===== src/burst_copy_pkg.sv =====
package burst_copy_pkg;

    localparam int DATA_WIDTH   = 16;
    localparam int BYTE_LANES   = DATA_WIDTH / 8;
    localparam int BURST_WIDTH  = 8;
    localparam int MAX_BURST    = 8;              // largest burst the intake issues.
    localparam int LENGTH_WIDTH = 16;
    localparam int FIFO_DEPTH   = 16;
    localparam int LEVEL_WIDTH  = 5;              // holds 0 .. FIFO_DEPTH.

    typedef enum logic [1:0] {
        OP_COPY,
        OP_INVERT,
        OP_SWAP_BYTES
    } copy_op_t;

    typedef enum logic [2:0] {
        READER_IDLE,
        READER_REQUEST,
        READER_RECEIVE
    } reader_state_t;

    typedef enum logic [2:0] {
        WRITER_IDLE,
        WRITER_BURST
    } writer_state_t;

    typedef enum logic [2:0] {
        INTAKE_IDLE,
        INTAKE_RUN,
        INTAKE_ACK
    } intake_state_t;

endpackage


===== src/copy_command_intake.sv =====
`timescale 1ns/100ps

module copy_command_intake (
    input  logic                                  clock,
    input  logic                                  clock_sreset,
    input  logic                                  cmd_req,
    output logic                                  cmd_ack,
    input  logic [31:0]                           cmd_source,
    input  logic [31:0]                           cmd_destination,
    input  logic [burst_copy_pkg::LENGTH_WIDTH-1:0] cmd_length,
    input  burst_copy_pkg::copy_op_t              cmd_op,
    output burst_copy_pkg::copy_op_t              op,
    output logic                                  read_go,
    input  logic                                  read_busy,
    output logic [31:0]                           read_pointer,
    output logic [burst_copy_pkg::BURST_WIDTH-1:0] read_count,
    output logic                                  write_go,
    input  logic                                  write_busy,
    output logic [31:0]                           write_pointer,
    output logic [burst_copy_pkg::BURST_WIDTH-1:0] write_count,
    input  logic [burst_copy_pkg::LEVEL_WIDTH-1:0] fifo_level
);
    import burst_copy_pkg::*;

    intake_state_t             state;
    logic [LENGTH_WIDTH-1:0]   read_remaining;
    logic [LENGTH_WIDTH-1:0]   write_remaining;
    logic [BURST_WIDTH-1:0]    read_chunk;
    logic [BURST_WIDTH-1:0]    write_chunk;
    logic                      read_launch;
    logic                      write_launch;
    logic                      all_done;

    always_comb begin
        read_chunk = (read_remaining > LENGTH_WIDTH'(MAX_BURST)) ?
                     BURST_WIDTH'(MAX_BURST) : BURST_WIDTH'(read_remaining);
        write_chunk = (write_remaining > LENGTH_WIDTH'(MAX_BURST)) ?
                      BURST_WIDTH'(MAX_BURST) : BURST_WIDTH'(write_remaining);

        // room for the whole burst keeps the reader free of back-pressure.
        read_launch = (state == INTAKE_RUN) && (read_remaining != '0) &&
                      !read_busy && !read_go &&
                      (LENGTH_WIDTH'(fifo_level) + LENGTH_WIDTH'(read_chunk) <=
                       LENGTH_WIDTH'(FIFO_DEPTH));

        // write side may only trail the read side.
        write_launch = (state == INTAKE_RUN) && (write_remaining != '0) &&
                       (write_remaining > read_remaining) &&
                       !write_busy && !write_go;

        all_done = (state == INTAKE_RUN) && (read_remaining == '0) &&
                   (write_remaining == '0) && !write_busy && !write_go;
    end

    always_ff @(posedge clock) begin
        if (clock_sreset) begin
            state <= INTAKE_IDLE;
            cmd_ack <= 1'b0;
            read_go <= 1'b0;
            write_go <= 1'b0;
            read_remaining <= '0;
            write_remaining <= '0;
        end else begin
            read_go <= read_launch;
            write_go <= write_launch;
            if (read_launch)
                read_count <= read_chunk;
            if (write_launch)
                write_count <= write_chunk;

            // advance once the go pulse has been seen.
            if (read_go) begin
                read_remaining <= read_remaining - LENGTH_WIDTH'(read_count);
                read_pointer <= read_pointer + 32'(read_count) * 32'(BYTE_LANES);
            end
            if (write_go) begin
                write_remaining <= write_remaining - LENGTH_WIDTH'(write_count);
                write_pointer <= write_pointer + 32'(write_count) * 32'(BYTE_LANES);
            end

            case (state)
                INTAKE_IDLE: begin
                    if (cmd_req) begin
                        op <= cmd_op;
                        read_pointer <= cmd_source;
                        write_pointer <= cmd_destination;
                        read_remaining <= cmd_length;
                        write_remaining <= cmd_length;
                        state <= INTAKE_RUN;
                    end
                end
                INTAKE_RUN: begin
                    if (all_done) begin
                        cmd_ack <= 1'b1;
                        state <= INTAKE_ACK;
                    end
                end
                INTAKE_ACK: begin
                    if (!cmd_req) begin   // host closed the handshake.
                        cmd_ack <= 1'b0;
                        state <= INTAKE_IDLE;
                    end
                end
                default: state <= INTAKE_IDLE;
            endcase
        end
    end

endmodule


===== src/burst_from_memory.sv =====
`timescale 1ns/100ps

module burst_from_memory (
    input  logic                                   clock,
    input  logic                                   clock_sreset,
    input  logic                                   go,
    output logic                                   busy,
    input  logic [31:0]                            pointer,
    input  logic [burst_copy_pkg::BURST_WIDTH-1:0] burst_count,
    output logic [31:0]                            m_address,
    output logic [burst_copy_pkg::BYTE_LANES-1:0]  m_byteenable,
    input  logic [burst_copy_pkg::DATA_WIDTH-1:0]  m_readdata,
    output logic [burst_copy_pkg::BURST_WIDTH-1:0] m_burstcount,
    output logic                                   m_read,
    input  logic                                   m_waitrequest,
    input  logic                                   m_readdatavalid,
    output logic                                   data_valid,
    output logic [burst_copy_pkg::DATA_WIDTH-1:0]  data
);
    import burst_copy_pkg::*;

    reader_state_t            state;
    logic [BURST_WIDTH-1:0]   remaining;

    // returned words go straight through.
    assign data_valid = m_readdatavalid;
    assign data = m_readdata;
    assign m_byteenable = '1;

    always_ff @(posedge clock) begin
        if (clock_sreset) begin
            state <= READER_IDLE;
            m_read <= 1'b0;
            busy <= 1'b0;
        end else begin
            case (state)
                READER_IDLE: begin
                    m_address <= pointer;
                    m_burstcount <= burst_count;
                    remaining <= burst_count;
                    if (go) begin
                        m_read <= 1'b1;
                        busy <= 1'b1;
                        state <= READER_REQUEST;
                    end
                end
                READER_REQUEST: begin
                    if (!m_waitrequest) begin   // request accepted.
                        m_read <= 1'b0;
                        state <= READER_RECEIVE;
                    end
                end
                READER_RECEIVE: begin
                    if (m_readdatavalid) begin
                        remaining <= remaining - 1'b1;
                        if (remaining == BURST_WIDTH'(1)) begin
                            busy <= 1'b0;
                            state <= READER_IDLE;
                        end
                    end
                end
                default: state <= READER_IDLE;
            endcase
        end
    end

endmodule


===== src/stream_transform_buffer.sv =====
`timescale 1ns/100ps

module stream_transform_buffer (
    input  logic                                   clock,
    input  logic                                   clock_sreset,
    input  burst_copy_pkg::copy_op_t               op,
    input  logic                                   word_valid,
    input  logic [burst_copy_pkg::DATA_WIDTH-1:0]  word_data,
    output logic                                   fifo_valid,
    output logic [burst_copy_pkg::DATA_WIDTH-1:0]  fifo_data,
    input  logic                                   fifo_take,
    output logic [burst_copy_pkg::LEVEL_WIDTH-1:0] fifo_level
);
    import burst_copy_pkg::*;

    logic [DATA_WIDTH-1:0]    mem [FIFO_DEPTH];
    logic [LEVEL_WIDTH-2:0]   write_index;
    logic [LEVEL_WIDTH-2:0]   read_index;
    logic [LEVEL_WIDTH-1:0]   stored;
    logic                     stage_valid;
    logic [DATA_WIDTH-1:0]    stage_data;
    logic [DATA_WIDTH-1:0]    transformed;

    always_comb begin
        case (op)
            OP_INVERT:     transformed = ~word_data;
            OP_SWAP_BYTES: transformed = {word_data[DATA_WIDTH/2-1:0],
                                          word_data[DATA_WIDTH-1:DATA_WIDTH/2]};
            default:       transformed = word_data;   // plain copy.
        endcase
    end

    // transform stage.
    always_ff @(posedge clock) begin
        if (clock_sreset)
            stage_valid <= 1'b0;
        else
            stage_valid <= word_valid;
        stage_data <= transformed;
    end

    // circular buffer, depth is a power of two so indexes wrap.
    always_ff @(posedge clock) begin
        if (stage_valid)
            mem[write_index] <= stage_data;
    end

    always_ff @(posedge clock) begin
        if (clock_sreset) begin
            write_index <= '0;
            read_index <= '0;
            stored <= '0;
        end else begin
            if (stage_valid)
                write_index <= write_index + 1'b1;
            if (fifo_take)
                read_index <= read_index + 1'b1;
            case ({stage_valid, fifo_take})
                2'b10:   stored <= stored + 1'b1;
                2'b01:   stored <= stored - 1'b1;
                default: stored <= stored;
            endcase
        end
    end

    // show-ahead output.
    assign fifo_valid = (stored != '0);
    assign fifo_data = mem[read_index];

    // word in the stage already holds a slot.
    assign fifo_level = stored + LEVEL_WIDTH'(stage_valid);

endmodule


===== src/burst_to_memory.sv =====
`timescale 1ns/100ps

module burst_to_memory (
    input  logic                                   clock,
    input  logic                                   clock_sreset,
    input  logic                                   go,
    output logic                                   busy,
    input  logic [31:0]                            pointer,
    input  logic [burst_copy_pkg::BURST_WIDTH-1:0] burst_count,
    input  logic                                   fifo_valid,
    input  logic [burst_copy_pkg::DATA_WIDTH-1:0]  fifo_data,
    output logic                                   fifo_take,
    output logic [31:0]                            m_address,
    output logic [burst_copy_pkg::BYTE_LANES-1:0]  m_byteenable,
    output logic [burst_copy_pkg::BURST_WIDTH-1:0] m_burstcount,
    output logic                                   m_write,
    output logic [burst_copy_pkg::DATA_WIDTH-1:0]  m_writedata,
    input  logic                                   m_waitrequest
);
    import burst_copy_pkg::*;

    writer_state_t            state;
    logic [BURST_WIDTH-1:0]   remaining;
    logic                     last_beat;

    assign m_byteenable = '1;
    assign m_writedata = fifo_data;

    // write strobe follows the FIFO, a gap in data is a gap in the burst.
    assign m_write = (state == WRITER_BURST) && fifo_valid;
    assign fifo_take = m_write && !m_waitrequest;
    assign last_beat = fifo_take && (remaining == BURST_WIDTH'(1));

    always_ff @(posedge clock) begin
        if (clock_sreset) begin
            state <= WRITER_IDLE;
            busy <= 1'b0;
        end else begin
            case (state)
                WRITER_IDLE: begin
                    if (go) begin
                        busy <= 1'b1;
                        state <= WRITER_BURST;
                    end
                end
                WRITER_BURST: begin
                    if (last_beat) begin
                        busy <= 1'b0;
                        state <= WRITER_IDLE;
                    end
                end
                default: state <= WRITER_IDLE;
            endcase
        end
    end

    // address and burst length stay put for the whole burst.
    always_ff @(posedge clock) begin
        if (state == WRITER_IDLE) begin
            if (go) begin
                m_address <= pointer;
                m_burstcount <= burst_count;
                remaining <= burst_count;
            end
        end else if (fifo_take) begin
            remaining <= remaining - 1'b1;   // one beat accepted.
        end
    end

endmodule


===== src/burst_copy_top.sv =====
`timescale 1ns/100ps

module burst_copy_top (
    input  logic                                    clock,
    input  logic                                    clock_sreset,
    input  logic                                    cmd_req,
    output logic                                    cmd_ack,
    input  logic [31:0]                             cmd_source,
    input  logic [31:0]                             cmd_destination,
    input  logic [burst_copy_pkg::LENGTH_WIDTH-1:0] cmd_length,
    input  burst_copy_pkg::copy_op_t                cmd_op,
    output logic [31:0]                             rd_address,
    output logic [burst_copy_pkg::BYTE_LANES-1:0]   rd_byteenable,
    output logic [burst_copy_pkg::BURST_WIDTH-1:0]  rd_burstcount,
    output logic                                    rd_read,
    input  logic [burst_copy_pkg::DATA_WIDTH-1:0]   rd_readdata,
    input  logic                                    rd_waitrequest,
    input  logic                                    rd_readdatavalid,
    output logic [31:0]                             wr_address,
    output logic [burst_copy_pkg::BYTE_LANES-1:0]   wr_byteenable,
    output logic [burst_copy_pkg::BURST_WIDTH-1:0]  wr_burstcount,
    output logic                                    wr_write,
    output logic [burst_copy_pkg::DATA_WIDTH-1:0]   wr_writedata,
    input  logic                                    wr_waitrequest
);
    import burst_copy_pkg::*;

    copy_op_t                 op;
    logic                     read_go;
    logic                     read_busy;
    logic [31:0]              read_pointer;
    logic [BURST_WIDTH-1:0]   read_count;
    logic                     write_go;
    logic                     write_busy;
    logic [31:0]              write_pointer;
    logic [BURST_WIDTH-1:0]   write_count;
    logic                     word_valid;
    logic [DATA_WIDTH-1:0]    word_data;
    logic                     fifo_valid;
    logic [DATA_WIDTH-1:0]    fifo_data;
    logic                     fifo_take;
    logic [LEVEL_WIDTH-1:0]   fifo_level;

    copy_command_intake intake (
        .clock, .clock_sreset,
        .cmd_req, .cmd_ack, .cmd_source, .cmd_destination, .cmd_length, .cmd_op,
        .op,
        .read_go, .read_busy, .read_pointer, .read_count,
        .write_go, .write_busy, .write_pointer, .write_count,
        .fifo_level
    );

    burst_from_memory reader (
        .clock, .clock_sreset,
        .go(read_go), .busy(read_busy), .pointer(read_pointer), .burst_count(read_count),
        .m_address(rd_address), .m_byteenable(rd_byteenable), .m_readdata(rd_readdata),
        .m_burstcount(rd_burstcount), .m_read(rd_read), .m_waitrequest(rd_waitrequest),
        .m_readdatavalid(rd_readdatavalid),
        .data_valid(word_valid), .data(word_data)
    );

    stream_transform_buffer buffer (
        .clock, .clock_sreset,
        .op, .word_valid, .word_data,
        .fifo_valid, .fifo_data, .fifo_take, .fifo_level
    );

    burst_to_memory writer (
        .clock, .clock_sreset,
        .go(write_go), .busy(write_busy), .pointer(write_pointer), .burst_count(write_count),
        .fifo_valid, .fifo_data, .fifo_take,
        .m_address(wr_address), .m_byteenable(wr_byteenable), .m_burstcount(wr_burstcount),
        .m_write(wr_write), .m_writedata(wr_writedata), .m_waitrequest(wr_waitrequest)
    );

endmodule


===== config.mk =====
export PLATFORM = sky130hd
export DESIGN_NAME = burst_copy_top
export DESIGN_NICKNAME = d
export VERILOG_FILES = /design/src/burst_copy_pkg.sv /design/src/copy_command_intake.sv /design/src/burst_from_memory.sv /design/src/stream_transform_buffer.sv /design/src/burst_to_memory.sv /design/src/burst_copy_top.sv
export SDC_FILE = /design/constraint.sdc
export NUM_CORES = 1
export LEC_CHECK = 0
export BUFFER_PORTS_ARGS = -buffer_cell sky130_fd_sc_hd__clkbuf_2
export CAP_MARGIN = 10
export CORE_MARGIN = 4
export CORE_UTILIZATION = 60
export CTS_CLUSTER_DIAMETER = 30
export DETAILED_ROUTE_END_ITERATION = 8
export PLACE_DENSITY = 0.83
export SLEW_MARGIN = 15
export SYNTH_ARGS = -nofsm -noshare
export SYNTH_HDL_FRONTEND = slang
export SYNTH_HIERARCHICAL = 1
export SYNTH_SLANG_ARGS = --single-unit

===== constraint.sdc =====
create_clock -name clock -period 9.3 [get_ports clock]
set_clock_uncertainty 0.2 [all_clocks]
set_input_delay 0.465 -clock clock [delete_from_list [all_inputs] [get_ports clock]]
set_output_delay 0.465 -clock clock [all_outputs]
set_load 0.03 [all_outputs]

=== Word-level counts from Yosys, hierarchy flattened ===
Memory sizes are Yosys's and may differ from the RTL's. A register that Yosys moved wholly into a read port is not among the register bits.
Cells that the tools add are included.

* $add $sub $neg: 12
* Order comparisons: 4
* Equal/unequal tests: 20
* Mux-type cells: 48
* Bitwise operators: 2
* Reduce and logical (&&, ||, !) cells: 48

{| class="wikitable"
|+ Operators with widths
! kind !! count
|-
| $mux W32 || 6
|-
| $mux W16 || 6
|-
| $add A32 B9 Y32 || 2
|-
| $mux W8 || 5
|-
| $gt A16 B4 Y1 const B || 2
|-
| $logic_not A16 Y1 || 2
|-
| $pmux W16 S2 || 1
|-
| $reduce_bool A16 Y1 || 2
|-
| $sub A16 B8 Y16 || 2
|-
| $mux W3 || 9
|-
| $pmux W3 S3 || 2
|-
| $reduce_and A3 Y1 || 6
|-
| $eq A8 B1 Y1 const B || 2
|-
| $gt A16 B16 Y1 || 1
|-
| $le A16 B5 Y1 const B || 1
|-
| $not A16 Y16 || 1
|-
| $pmux W8 S2 || 1
|-
| $sub A8 B1 Y8 const B || 2
|-
| $logic_and A1 B1 Y1 || 15
|-
| $ne A2 B2 Y1 const B || 6
|-
| $reduce_and A2 Y1 || 6
|-
| $reduce_bool A2 Y1 || 6
|-
| $mux W1 || 10
|-
| $pmux W5 S2 || 1
|-
| 18 further kinds || 37
|}

* Register bits after elaboration: 255
* Bits in writable memories: 256
* Input port bits: 104
* Output and inout bits: 103
* Word-level logic and storage cells: 162
* Memories kept: 1

{| class="wikitable"
|+ Memory list
! name !! words !! bits a word !! rd ports !! clocked after Yosys merged registers in !! wr ports !! RTL line !! RTL
|-
| buffer.mem || 16 || 16 || 1 || 1 || 1 || stream_transform_buffer.sv:16 || <nowiki>logic [DATA_WIDTH-1:0] mem [FIFO_DEPTH];</nowiki>
|}

=== Logic depth before layout (Yosys ltp) ===
Gate-level depths: netlist of run 1.

* Depth after elaboration: 7
* Mapped depth: 13
* Gate-level depth less buffers: 12

=== Modules after synthesis ===
The synthesis of run 1 kept the hierarchy.

{| class="wikitable"
|+ By module, submodules not included
! module !! instances !! cells each !! area an instance (µm²) !! seq. area each (µm²)
|-
| stream_transform_buffer || 1 || 588 || 11282.1 || 8368.0
|-
| copy_command_intake || 1 || 993 || 8665.8 || 3203.1
|-
| burst_from_memory || 1 || 131 || 2015.7 || 1521.5
|-
| burst_to_memory || 1 || 113 || 1879.3 || 1461.4
|}

=== Worst setup path after synthesis of run 1 ===
Ideal clock, no wire load.

* Path kind: register -> register
* Start: register reader.state[1]
* End: register reader.m_address[0], enable pin
* Library setup time: 487 ps
* Arrival: 3257 ps
* Required time: 8613 ps
* Setup slack: 5356 ps
* Cell stages (with the launch flop): 3
* Buffers on the path: 1
* Clock period less this slack: 3944 ps
* Cell sequence: dfxtp_1 > clkbuf_1 > nor3_1

* Cells in the longest elaborated chain, start to end: 2

{| class="wikitable"
|+ Ends and longest elaborated chain
! item !! RTL line !! RTL
|-
| from (decl) || burst_from_memory.sv:22 || <nowiki>reader_state_t state;</nowiki>
|-
| from (signal assigned) || burst_from_memory.sv:32 || <nowiki>state <= READER_IDLE;</nowiki>
|-
| from (signal assigned) || burst_from_memory.sv:44 || <nowiki>state <= READER_REQUEST;</nowiki>
|-
| from (signal assigned) || burst_from_memory.sv:50 || <nowiki>state <= READER_RECEIVE;</nowiki>
|-
| $logic_not A3 Y1 || burst_from_memory.sv:36 || <nowiki>case (state)</nowiki>
|-
| $reduce_and A2 Y1 (no line) || - ||
|-
| to (signal assigned) || burst_from_memory.sv:38 || <nowiki>m_address <= pointer;</nowiki>
|-
| to (decl) || burst_from_memory.sv:10 || <nowiki>output logic [31:0] m_address,</nowiki>
|}

Every way passes these cells.
A chain may end at the register's enable or synchronous reset.

=== Worst setup path in the final report of run 1 ===
* Start: register intake.read_remaining[8]
* End: register intake/read_count[1] (netlist bit), enable pin

* Cells in the longest elaborated chain, start to end: 6
* Elaborated cells on any way between the ends: 10
* Classes of those cells: add/sub: 1; order compare: 2; mux: 1; reduce/logical: 6

{| class="wikitable"
|+ Ends and longest elaborated chain
! item !! RTL line !! RTL
|-
| from (decl) || copy_command_intake.sv:26 || <nowiki>logic [LENGTH_WIDTH-1:0] read_remaining;</nowiki>
|-
| from (signal assigned) || copy_command_intake.sv:73 || <nowiki>read_remaining <= read_remaining - LENGTH_WIDTH'(read_count);</nowiki>
|-
| from (signal assigned) || copy_command_intake.sv:87 || <nowiki>read_remaining <= cmd_length;</nowiki>
|-
| $gt A16 B4 Y1 || copy_command_intake.sv:35 || <nowiki>read_chunk = (read_remaining > LENGTH_WIDTH'(MAX_BURST)) ?</nowiki>
|-
| $mux W8 || copy_command_intake.sv:35 ||
|-
| via intake.read_chunk[3] || copy_command_intake.sv:28 || <nowiki>logic [BURST_WIDTH-1:0] read_chunk;</nowiki>
|-
| $add A5 B8 Y9 || copy_command_intake.sv:43 || <nowiki>(LENGTH_WIDTH'(fifo_level) + LENGTH_WIDTH'(read_chunk) <=</nowiki>
|-
| $le A16 B5 Y1 || copy_command_intake.sv:43 ||
|-
| $logic_and A1 B1 Y1 || copy_command_intake.sv:42 || <nowiki>!read_busy && !read_go &&</nowiki>
|-
| $reduce_and A2 Y1 (no line) || - ||
|-
| to (signal assigned) || copy_command_intake.sv:67 || <nowiki>read_count <= read_chunk;</nowiki>
|-
| to (decl) || copy_command_intake.sv:16 || <nowiki>output logic [burst_copy_pkg::BURST_WIDTH-1:0] read_count,</nowiki>
|}

The timed path passes the listed nets, and every way through them passes these cells.

==> qor.txt, run 1 <==
=====================================================================================
Area inside the core boundary .......................................... 39,000 sq um
Number of enable flip-flop cells after synthesis .......................          434
Worst-path cell with the longest stage delay ........................... sky130_fd_sc_hd__a31oi_1
Max-Cap Viols ..........................................................            0
Number of inserted filler cells in the final layout ....................        2,317
Detailed Route WL ......................................................    68,600 um
Power after layout .....................................................    0.00672 W
Post-synthesis sequential area ratio ...................................        0.610
Net switching power ....................................................    0.00176 W
Num CTS Buffers ........................................................           91
Critical path buffers and inverters ....................................            1
Clock-pin transition on the worst setup and hold timing paths ..........      0.06 ns
GP Congestion ..........................................................        0.915
Final Max Slew Viols ...................................................            0
Most frequent standard cell in the layout excluding fill and tap cells . sky130_fd_sc_hd__edfxtp_1
Number of input and output port buffers inserted .......................          202
Number of iterations in the first detailed-routing pass ................            6
Top library cells by usage in the layout, fill and taps aside .......... sky130_fd_sc_hd__edfxtp_1, sky130_fd_sc_hd__clkbuf_2, sky130_fd_sc_hd__nand2_1
Total negative slack for setup checks ..................................         0 ns
Post-synthesis instance area ........................................... 23,800 sq um
Reg-to-reg endpoint .................................................... intake/read_count[1]
Post-detailed-route via-to-cell ratio ..................................         6.59
Worst path depth .......................................................           11
Critical Path Source ................................................... intake/read_remaining[8]
Number of global-route vias before repair ..............................       17,800
Predominant post-synthesis flop cell ................................... sky130_fd_sc_hd__edfxtp_1
Clock Power Share ......................................................        0.498
Critical path's largest stage delay ....................................      0.74 ns
CP max FO ..............................................................            8
Final instance area .................................................... 28,800 sq um
Source of the worst register-to-register timing path ................... intake/read_remaining[8]
Global router's overall resource usage .................................        0.310
Die extent in y ........................................................       207 um
Number of distinct library cells after synthesis .......................           75
Met3 GRT Util ..........................................................       0.0728
Largest delay contributor family on the critical path .................. simple AND/OR/NAND/NOR gates
Busiest layer in global routing ........................................         met2
Final worst-path cycle share ...........................................        0.472
Post-route worst setup slack ...........................................      4.91 ns
Worst reg-to-reg path cell count .......................................           11
Number of standard cells after synthesis ...............................        1,825
I/O pins ...............................................................          207
CTS Root Buffer Type ................................................... sky130_fd_sc_hd__clkbuf_16
Pre-CTS setup slack ....................................................      4.92 ns
Pint ...................................................................    0.00496 W
Die X ..................................................................       207 um
Switching Share ........................................................        0.262
Endpoints failing hold .................................................            0
Pwr/cell area ..........................................................  233 nW/um^2
Count of unresolved DRC violations after routing .......................            0
Proportion of synthesized flip-flops having asynchronous set or reset ..            0
Fraction of power consumed by combinational cells ......................        0.093
First-pass GRT wire length .............................................   104,000 um
Transition time at the pin with the least slew margin ..................      1.24 ns
Post-layout min period .................................................      4.39 ns
Yosys Warn Count .......................................................            6
Worst slew slack as a fraction of its limit ............................        0.174
Worst Setup End Kind ...................................................         flop
Number of synthesized register bits ....................................          510
Capture point of the critical path ..................................... intake/read_count[1]
Max clock buf depth ....................................................            3
Required time of the critical path .....................................      9.32 ns
Final design utilization ...............................................        0.738
Final setup vio count ..................................................            0
Clock latency of the later-clocked register in the worst-skew pair .....      0.62 ns
Routed wire length per instance ........................................      25.5 um
Setup crit start kind ..................................................         flop
RSZ-0062 raised after global routing ...................................        false
IR Drop Worst-Case VDD .................................................       137 uV
Floorplan die area ..................................................... 43,000 sq um
H-tree levels ..........................................................            3
Effective utilization at floorplan .....................................        0.611
Maximum achievable frequency ...........................................      228 MHz
Register-to-register setup slack .......................................      4.91 ns
Initial DRC count ......................................................        2,085
Min-Delay Path Class ...................................................    in -> reg
Syn_area_per_cell ......................................................   13.1 sq um
Remaining number of nets flagged by the antenna check after routing ....            0
Worst-path cell chain .................................................. or4_1 -> nor4_2 -> and2_1 -> inv_1 -> nor2_1 -> ha_1 -> fa_1 -> nor3_1 -> a2bb2oi_1 -> a211o_1 -> a31oi_1
Post-DP HPWL ...........................................................    39,400 um
Met2 capacity usage during global routing ..............................        0.524
Portion of total power attributed to sequential cells ..................        0.409
Area of placed instances ............................................... 25,000 sq um
Met1 Resource Use GR ...................................................        0.384
Number of sinks on the clock net .......................................          510
Share of layout cells above drive strength 1 ...........................        0.215
Number of nets in the finished design ..................................        2,265
Rows ...................................................................           72
Post-cts resize count ..................................................            0
Largest net degree at the start of global routing ......................           91
Leakage power ..........................................................      10.6 nW
Arr. time, crit path ...................................................      4.41 ns
Initial antenna violation count ........................................            2
Area overhead of the layout relative to synthesis ......................        20.7%
Run status ............................................................. finished clean
Clock tree from TritonCTS ..............................................        built
Sum of overflow across all layers after global routing .................            0
Crit Path Class ........................................................   reg -> reg
Overall via count from detail_route ....................................       17,700
=====================================================================================
-- worst min path at each step --
stage / cells past startpoint / from / slack (ns) / end
detailed placement: 0 / intake/write_pointer[0] / 0.21 / writer/m_address[0]
global placement: 0 / intake/write_pointer[0] / 0.23 / writer/m_address[0]
CTS: 3 / cmd_source[5] / 0.0003 / intake/read_pointer[5]
floorplan: 0 / intake/read_pointer[0] / 0.20 / reader/m_address[0]
finish: 3 / rd_readdata[10] / 0.02 / buffer/stage_data[2]
global route: 2 / cmd_source[0] / 0.01 / intake/read_pointer[0]
-- flip-flops by register name, summed over array words and instances (netlist names), 4 cells and up, named ones only --
| name | count |
|---|---|
| intake/write_remaining | 16 |
| buffer/write_index | 4 |
| writer/m_burstcount | 8 |
| reader/m_burstcount | 8 |
| buffer/mem | 256 |
| writer/m_address | 32 |
| buffer/stage_data | 16 |
| intake/write_count | 8 |
| intake/write_pointer | 32 |
| buffer/read_index | 4 |
| buffer/stored | 5 |
| intake/read_count | 8 |
| reader/m_address | 32 |
| reader/remaining | 8 |
| intake/read_remaining | 16 |
| writer/remaining | 8 |
| intake/read_pointer | 32 |
-- tightest hold or removal path, stage by stage --
cell and delay, ns:
sky130_fd_sc_hd__clkbuf_2 0.12, sky130_fd_sc_hd__a221oi_1 0.09, sky130_fd_sc_hd__a21oi_1 0.13
-- Yosys cell counts (all sizes together) (35+ instances only) --
library cell    n  share of area
mux4           64          0.060
a31oi          39          0.010
inv            91          0.014
ha             70          0.037
and2           35         0.0092
dfxtp          76          0.064
edfxtp        434           0.55
clkbuf         56         0.0088
nor2          102          0.016
a21oi          73          0.015
nand2         105          0.017
a22oi          35          0.011
nand3          42         0.0088
buf            63          0.018
nor3           40         0.0084
o21ai          89          0.019
-- timing repair --
| item | in CTS | in global routing |
|---|---|---|
| buffers inserted | 0 | 0 |
| hold buffers | 61 | 0 |
| hold endpoints to repair | 63 | 0 |
-- power by group through the flow --
stage          Combinational [W]  Sequential, W  Clock, W
6_report                0.000624        0.00275   0.00334
3_3_place_gp            0.000551        0.00277         0
4_1_cts                 0.000606        0.00274   0.00333
5_1_grt                 0.000676        0.00276   0.00348
3_5_place_dp            0.000573        0.00278         0
2_1_floorplan           0.000381        0.00279         0
-- through the flow --
step	hold slack, ns	std cells
floorplan	0.200	1835
global placement	0.229	2449
detailed placement	0.214	2449
CTS	0.000270	2681
global route	0.00968	2684
finish	0.0180	2684
-- per-layer routing --
metal  part of all wire  routed length, um  up-vias
met2               0.50              33900     1237
li1                   -                  -     7582
met4              0.052               3540        0
met5                  0                  0        -
met1               0.35              24000     8619
met3               0.10               7110      242
-- layout make-up --
cell class / instances / area, sq um / share of cell area
Inverter: 91 / 342 / 0.0119
Clock buffer: 110 / 2410 / 0.0838
Tap cell: 518 / 648 / 0.0225
Multi-Input combinational cell: 1115 / 8380 / 0.291
Clock inverter: 61 / 683 / 0.0237
Antenna cell: 2 / 5.00 / 0.000174
Timing Repair Buffer: 277 / 1750 / 0.0607
Sequential cell: 510 / 14600 / 0.506
-- cells by family after synthesis --
family                     Yosys count  synth area share
DFF                                510             0.610
other                                3          0.000472
and+or+nand+nor                    511             0.114
AOI/OAI and AO/OA                  387             0.107
muxes                               90            0.0716
buffers and inverters              210            0.0412
adders and majority gates           75            0.0409
xor gates and xnor gates            39            0.0143
No activity file was read; power rests on OpenSTA's default activity.
==> run 2: changes to the inputs <==
clock period = 4.5 ns   (was 9.3 ns; I/O delays follow)
==> run 2 against run 1 <==
  * Global-route usage is 2.9 points higher
  * First-iteration DRC count rose by 12%
  * Via count up 4.4%
  * Die area did not move
  * Critical endpoint is now intake/read_count[3]
==> qor.txt, run 2 (synthesis results as in run 1) <==
=====================================================================================
Clock latency of the later-clocked register in the worst-skew pair .....      0.62 ns   about the same
Overall via count from detail_route ....................................       18,500   +4.4%
Transition time at the pin with the least slew margin ..................      1.25 ns   +0.0147 ns
Leakage power ..........................................................      10.9 nW   +2.7%
Effective utilization at floorplan .....................................        0.611   unchanged
IR Drop Worst-Case VDD .................................................       344 uV   +150%
Max clock buf depth ....................................................            3   unchanged
Number of stages on the worst hold path ................................            2   -1
Routed wire length per instance ........................................      27.3 um   +6.7%
Critical path buffers and inverters ....................................            2   +1
Most frequent standard cell in the layout excluding fill and tap cells . sky130_fd_sc_hd__edfxtp_1
GP Congestion ..........................................................        0.929   +1.5%
Power after layout .....................................................     0.0144 W   +110%
Final worst-path cycle share ...........................................        0.899   +0.427
Area of placed instances ............................................... 25,100 sq um   +0.30%
Worst Setup End Kind ...................................................         flop
Initial antenna violation count ........................................            3   +1
Initial DRC count ......................................................        2,328   +12%
Number of global-route vias before repair ..............................       18,700   +4.6%
Clock Power Share ......................................................        0.509   +0.011
Clock tree from TritonCTS ..............................................        built
Critical path's largest stage delay ....................................      0.63 ns   -0.11 ns
Run status ............................................................. finished clean
H-tree levels ..........................................................            3   unchanged
Final Max Slew Viols ...................................................            0   unchanged
Number of input and output port buffers inserted .......................          202   unchanged
Area overhead of the layout relative to synthesis ......................        23.6%
Count of unresolved DRC violations after routing .......................            0   unchanged
Net switching power ....................................................    0.00377 W   +110%
Number of sinks on the clock net .......................................          510   unchanged
Endpoints failing hold .................................................            0   unchanged
Remaining number of nets flagged by the antenna check after routing ....            0   unchanged
Post-detailed-route via-to-cell ratio ..................................         6.71   +1.9%
Post-DP HPWL ...........................................................    40,200 um   +2.0%
Worst slew slack as a fraction of its limit ............................        0.162   -0.0114
Die extent in y ........................................................       207 um   unchanged
Floorplan die area ..................................................... 43,000 sq um   unchanged
Number of iterations in the first detailed-routing pass ................            5   -1
CP max FO ..............................................................            8   unchanged
Number of nets in the finished design ..................................        2,327   +2.7%
Crit Path Class ........................................................   reg -> reg
Die X ..................................................................       207 um   unchanged
Total negative slack for setup checks ..................................         0 ns   unchanged
Post-cts resize count ..................................................            0   unchanged
Sum of overflow across all layers after global routing .................            0   unchanged
Portion of total power attributed to sequential cells ..................        0.396   -0.013
Reg-to-reg endpoint .................................................... intake/read_count[3]
Largest register by flop count .........................................   buffer/mem
Worst reg-to-reg path cell count .......................................           12   +1
Required time of the critical path .....................................      4.61 ns   -4.71 ns
Global router's overall resource usage .................................        0.340   +0.0291
Maximum achievable frequency ...........................................      247 MHz   +8.6%
Pint ...................................................................     0.0106 W   +110%
Rows ...................................................................           72   unchanged
Largest net degree at the start of global routing ......................           71   -22%
First-pass GRT wire length .............................................   112,000 um   +8.0%
Area inside the core boundary .......................................... 39,000 sq um   unchanged
Worst-case hold path end point ......................................... intake/op[0]
Final instance area .................................................... 29,500 sq um   +2.4%
Num CTS Buffers ........................................................           95   +4.4%
Pwr/cell area ..........................................................  488 nW/um^2   +110%
I/O pins ...............................................................          207   unchanged
Number of flip-flops under the largest register name ...................          256   unchanged
RSZ-0062 raised after global routing ...................................        false
Fraction of power consumed by combinational cells ......................        0.095   +0.002
Worst-path cell with the longest stage delay ........................... sky130_fd_sc_hd__or4_1
Min-Delay Path Class ...................................................    in -> reg
CTS Root Buffer Type ................................................... sky130_fd_sc_hd__clkbuf_16
Source of the worst register-to-register timing path ................... intake/read_remaining[8]
Switching Share ........................................................        0.262   +0.000768
Largest delay contributor family on the critical path .................. simple AND/OR/NAND/NOR gates
Post-layout min period .................................................      4.05 ns   -0.348 ns
Hold_sp ................................................................    cmd_op[0]
Register-to-register setup slack .......................................      0.45 ns   -4.45 ns
Max-Cap Viols ..........................................................            0   unchanged
Detailed Route WL ......................................................    75,000 um   +9.3%
Worst-path cell chain .................................................. or4_1 -> nor4_2 -> and2_1 -> inv_1 -> nor2_1 -> ha_1 -> fa_1 -> nor3_1 -> a2bb2oi_1 -> a211o_1 -> a31oi_1 -> buf_4
Final setup vio count ..................................................            0   unchanged
Arr. time, crit path ...................................................      4.16 ns   -0.25 ns
Top library cells by usage in the layout, fill and taps aside .......... sky130_fd_sc_hd__edfxtp_1, sky130_fd_sc_hd__clkbuf_2, sky130_fd_sc_hd__dlygate4sd3_1
Clock-pin transition on the worst setup and hold timing paths ..........      0.05 ns   about the same
Share of layout cells above drive strength 1 ...........................        0.219   +0.00359
Setup crit start kind ..................................................         flop
=====================================================================================
==> run 2: how the worst max path moves through the flow <==
stage,from,to,slack [ns],cells after the start
6_report,intake/read_remaining[8],intake/read_count[3],0.45,12
5_1_grt,intake/read_remaining[8],intake/read_count[3],0.28,12
4_1_cts,intake/read_remaining[8],intake/read_count[3],0.55,12
3_5_place_dp,intake/read_remaining[8],intake/read_count[7],0.62,12
3_3_place_gp,intake/read_remaining[8],intake/read_count[5],0.76,12
2_1_floorplan,reader/state[1],reader/m_address[0],0.56,2
==> run 2: metal layers <==
metal | GRT usage | part of all wire | vias to the layer above | wire length [um]
li1 | - | - | 7708 | -
met1 | 0.398 | 0.32 | 8845 | 24000
met2 | 0.574 | 0.50 | 1553 | 37200
met3 | 0.0836 | 0.12 | 346 | 8740
met4 | 0.194 | 0.067 | 2 | 5020
met5 | 0 | 0.00015 | - | 11
==> run 2: per-stage QoR <==
step	utilization	setup slack [ns]	hold slack, ns	instances
2_1_floorplan	-	0.556	0.0941	1835
3_3_place_gp	0.644	0.765	0.204	2459
3_5_place_dp	0.644	0.621	0.204	2459
4_1_cts	0.755	0.549	0.104	2747
5_1_grt	0.755	0.277	0.117	2749
6_report	0.755	0.454	0.122	2749
==> run 2: worst register-to-register path: stages (launching register included) <==
cell and delay, ns:
sky130_fd_sc_hd__dfxtp_1 0.36, sky130_fd_sc_hd__or4_1 0.63, sky130_fd_sc_hd__nor4_2 0.35, sky130_fd_sc_hd__and2_1 0.23
sky130_fd_sc_hd__inv_1 0.09, sky130_fd_sc_hd__nor2_1 0.17, sky130_fd_sc_hd__ha_1 0.23, sky130_fd_sc_hd__fa_1 0.45
sky130_fd_sc_hd__nor3_1 0.24, sky130_fd_sc_hd__a2bb2oi_1 0.11, sky130_fd_sc_hd__a211o_1 0.27, sky130_fd_sc_hd__a31oi_1 0.21
sky130_fd_sc_hd__buf_4 0.20
==> run 2: timing repair <==
action / in CTS / in global routing
hold buffers: 110 / 0
setup buffers: 0 / 0
hold endpoints to repair: 127 / 0
==> run 2: final cells by class <==
| cell class | count | area [sq um] |
|---|---|---|
| Tap cell | 518 | 648 |
| Fill cell | 2178 | 9550 |
| Clock buffer | 107 | 2470 |
| Clock inverter | 71 | 762 |
| Multi-Input combinational cell | 1115 | 8390 |
| Timing Repair Buffer | 335 | 2280 |
| Antenna cell | 2 | 5.00 |
| Inverter | 91 | 342 |
| Sequential cell | 510 | 14600 |
==> run 2: power groups by stage <==
stage | Clock, W | Combinational, W | Sequential, W
after floorplan | 0 | 0.000788 | 0.00576
after global placement | 0 | 0.00115 | 0.00573
after CTS | 0.00723 | 0.00131 | 0.00567
final | 0.00732 | 0.00136 | 0.00569
after detailed placement | 0 | 0.00119 | 0.00575
after global routing | 0.00756 | 0.00147 | 0.00571
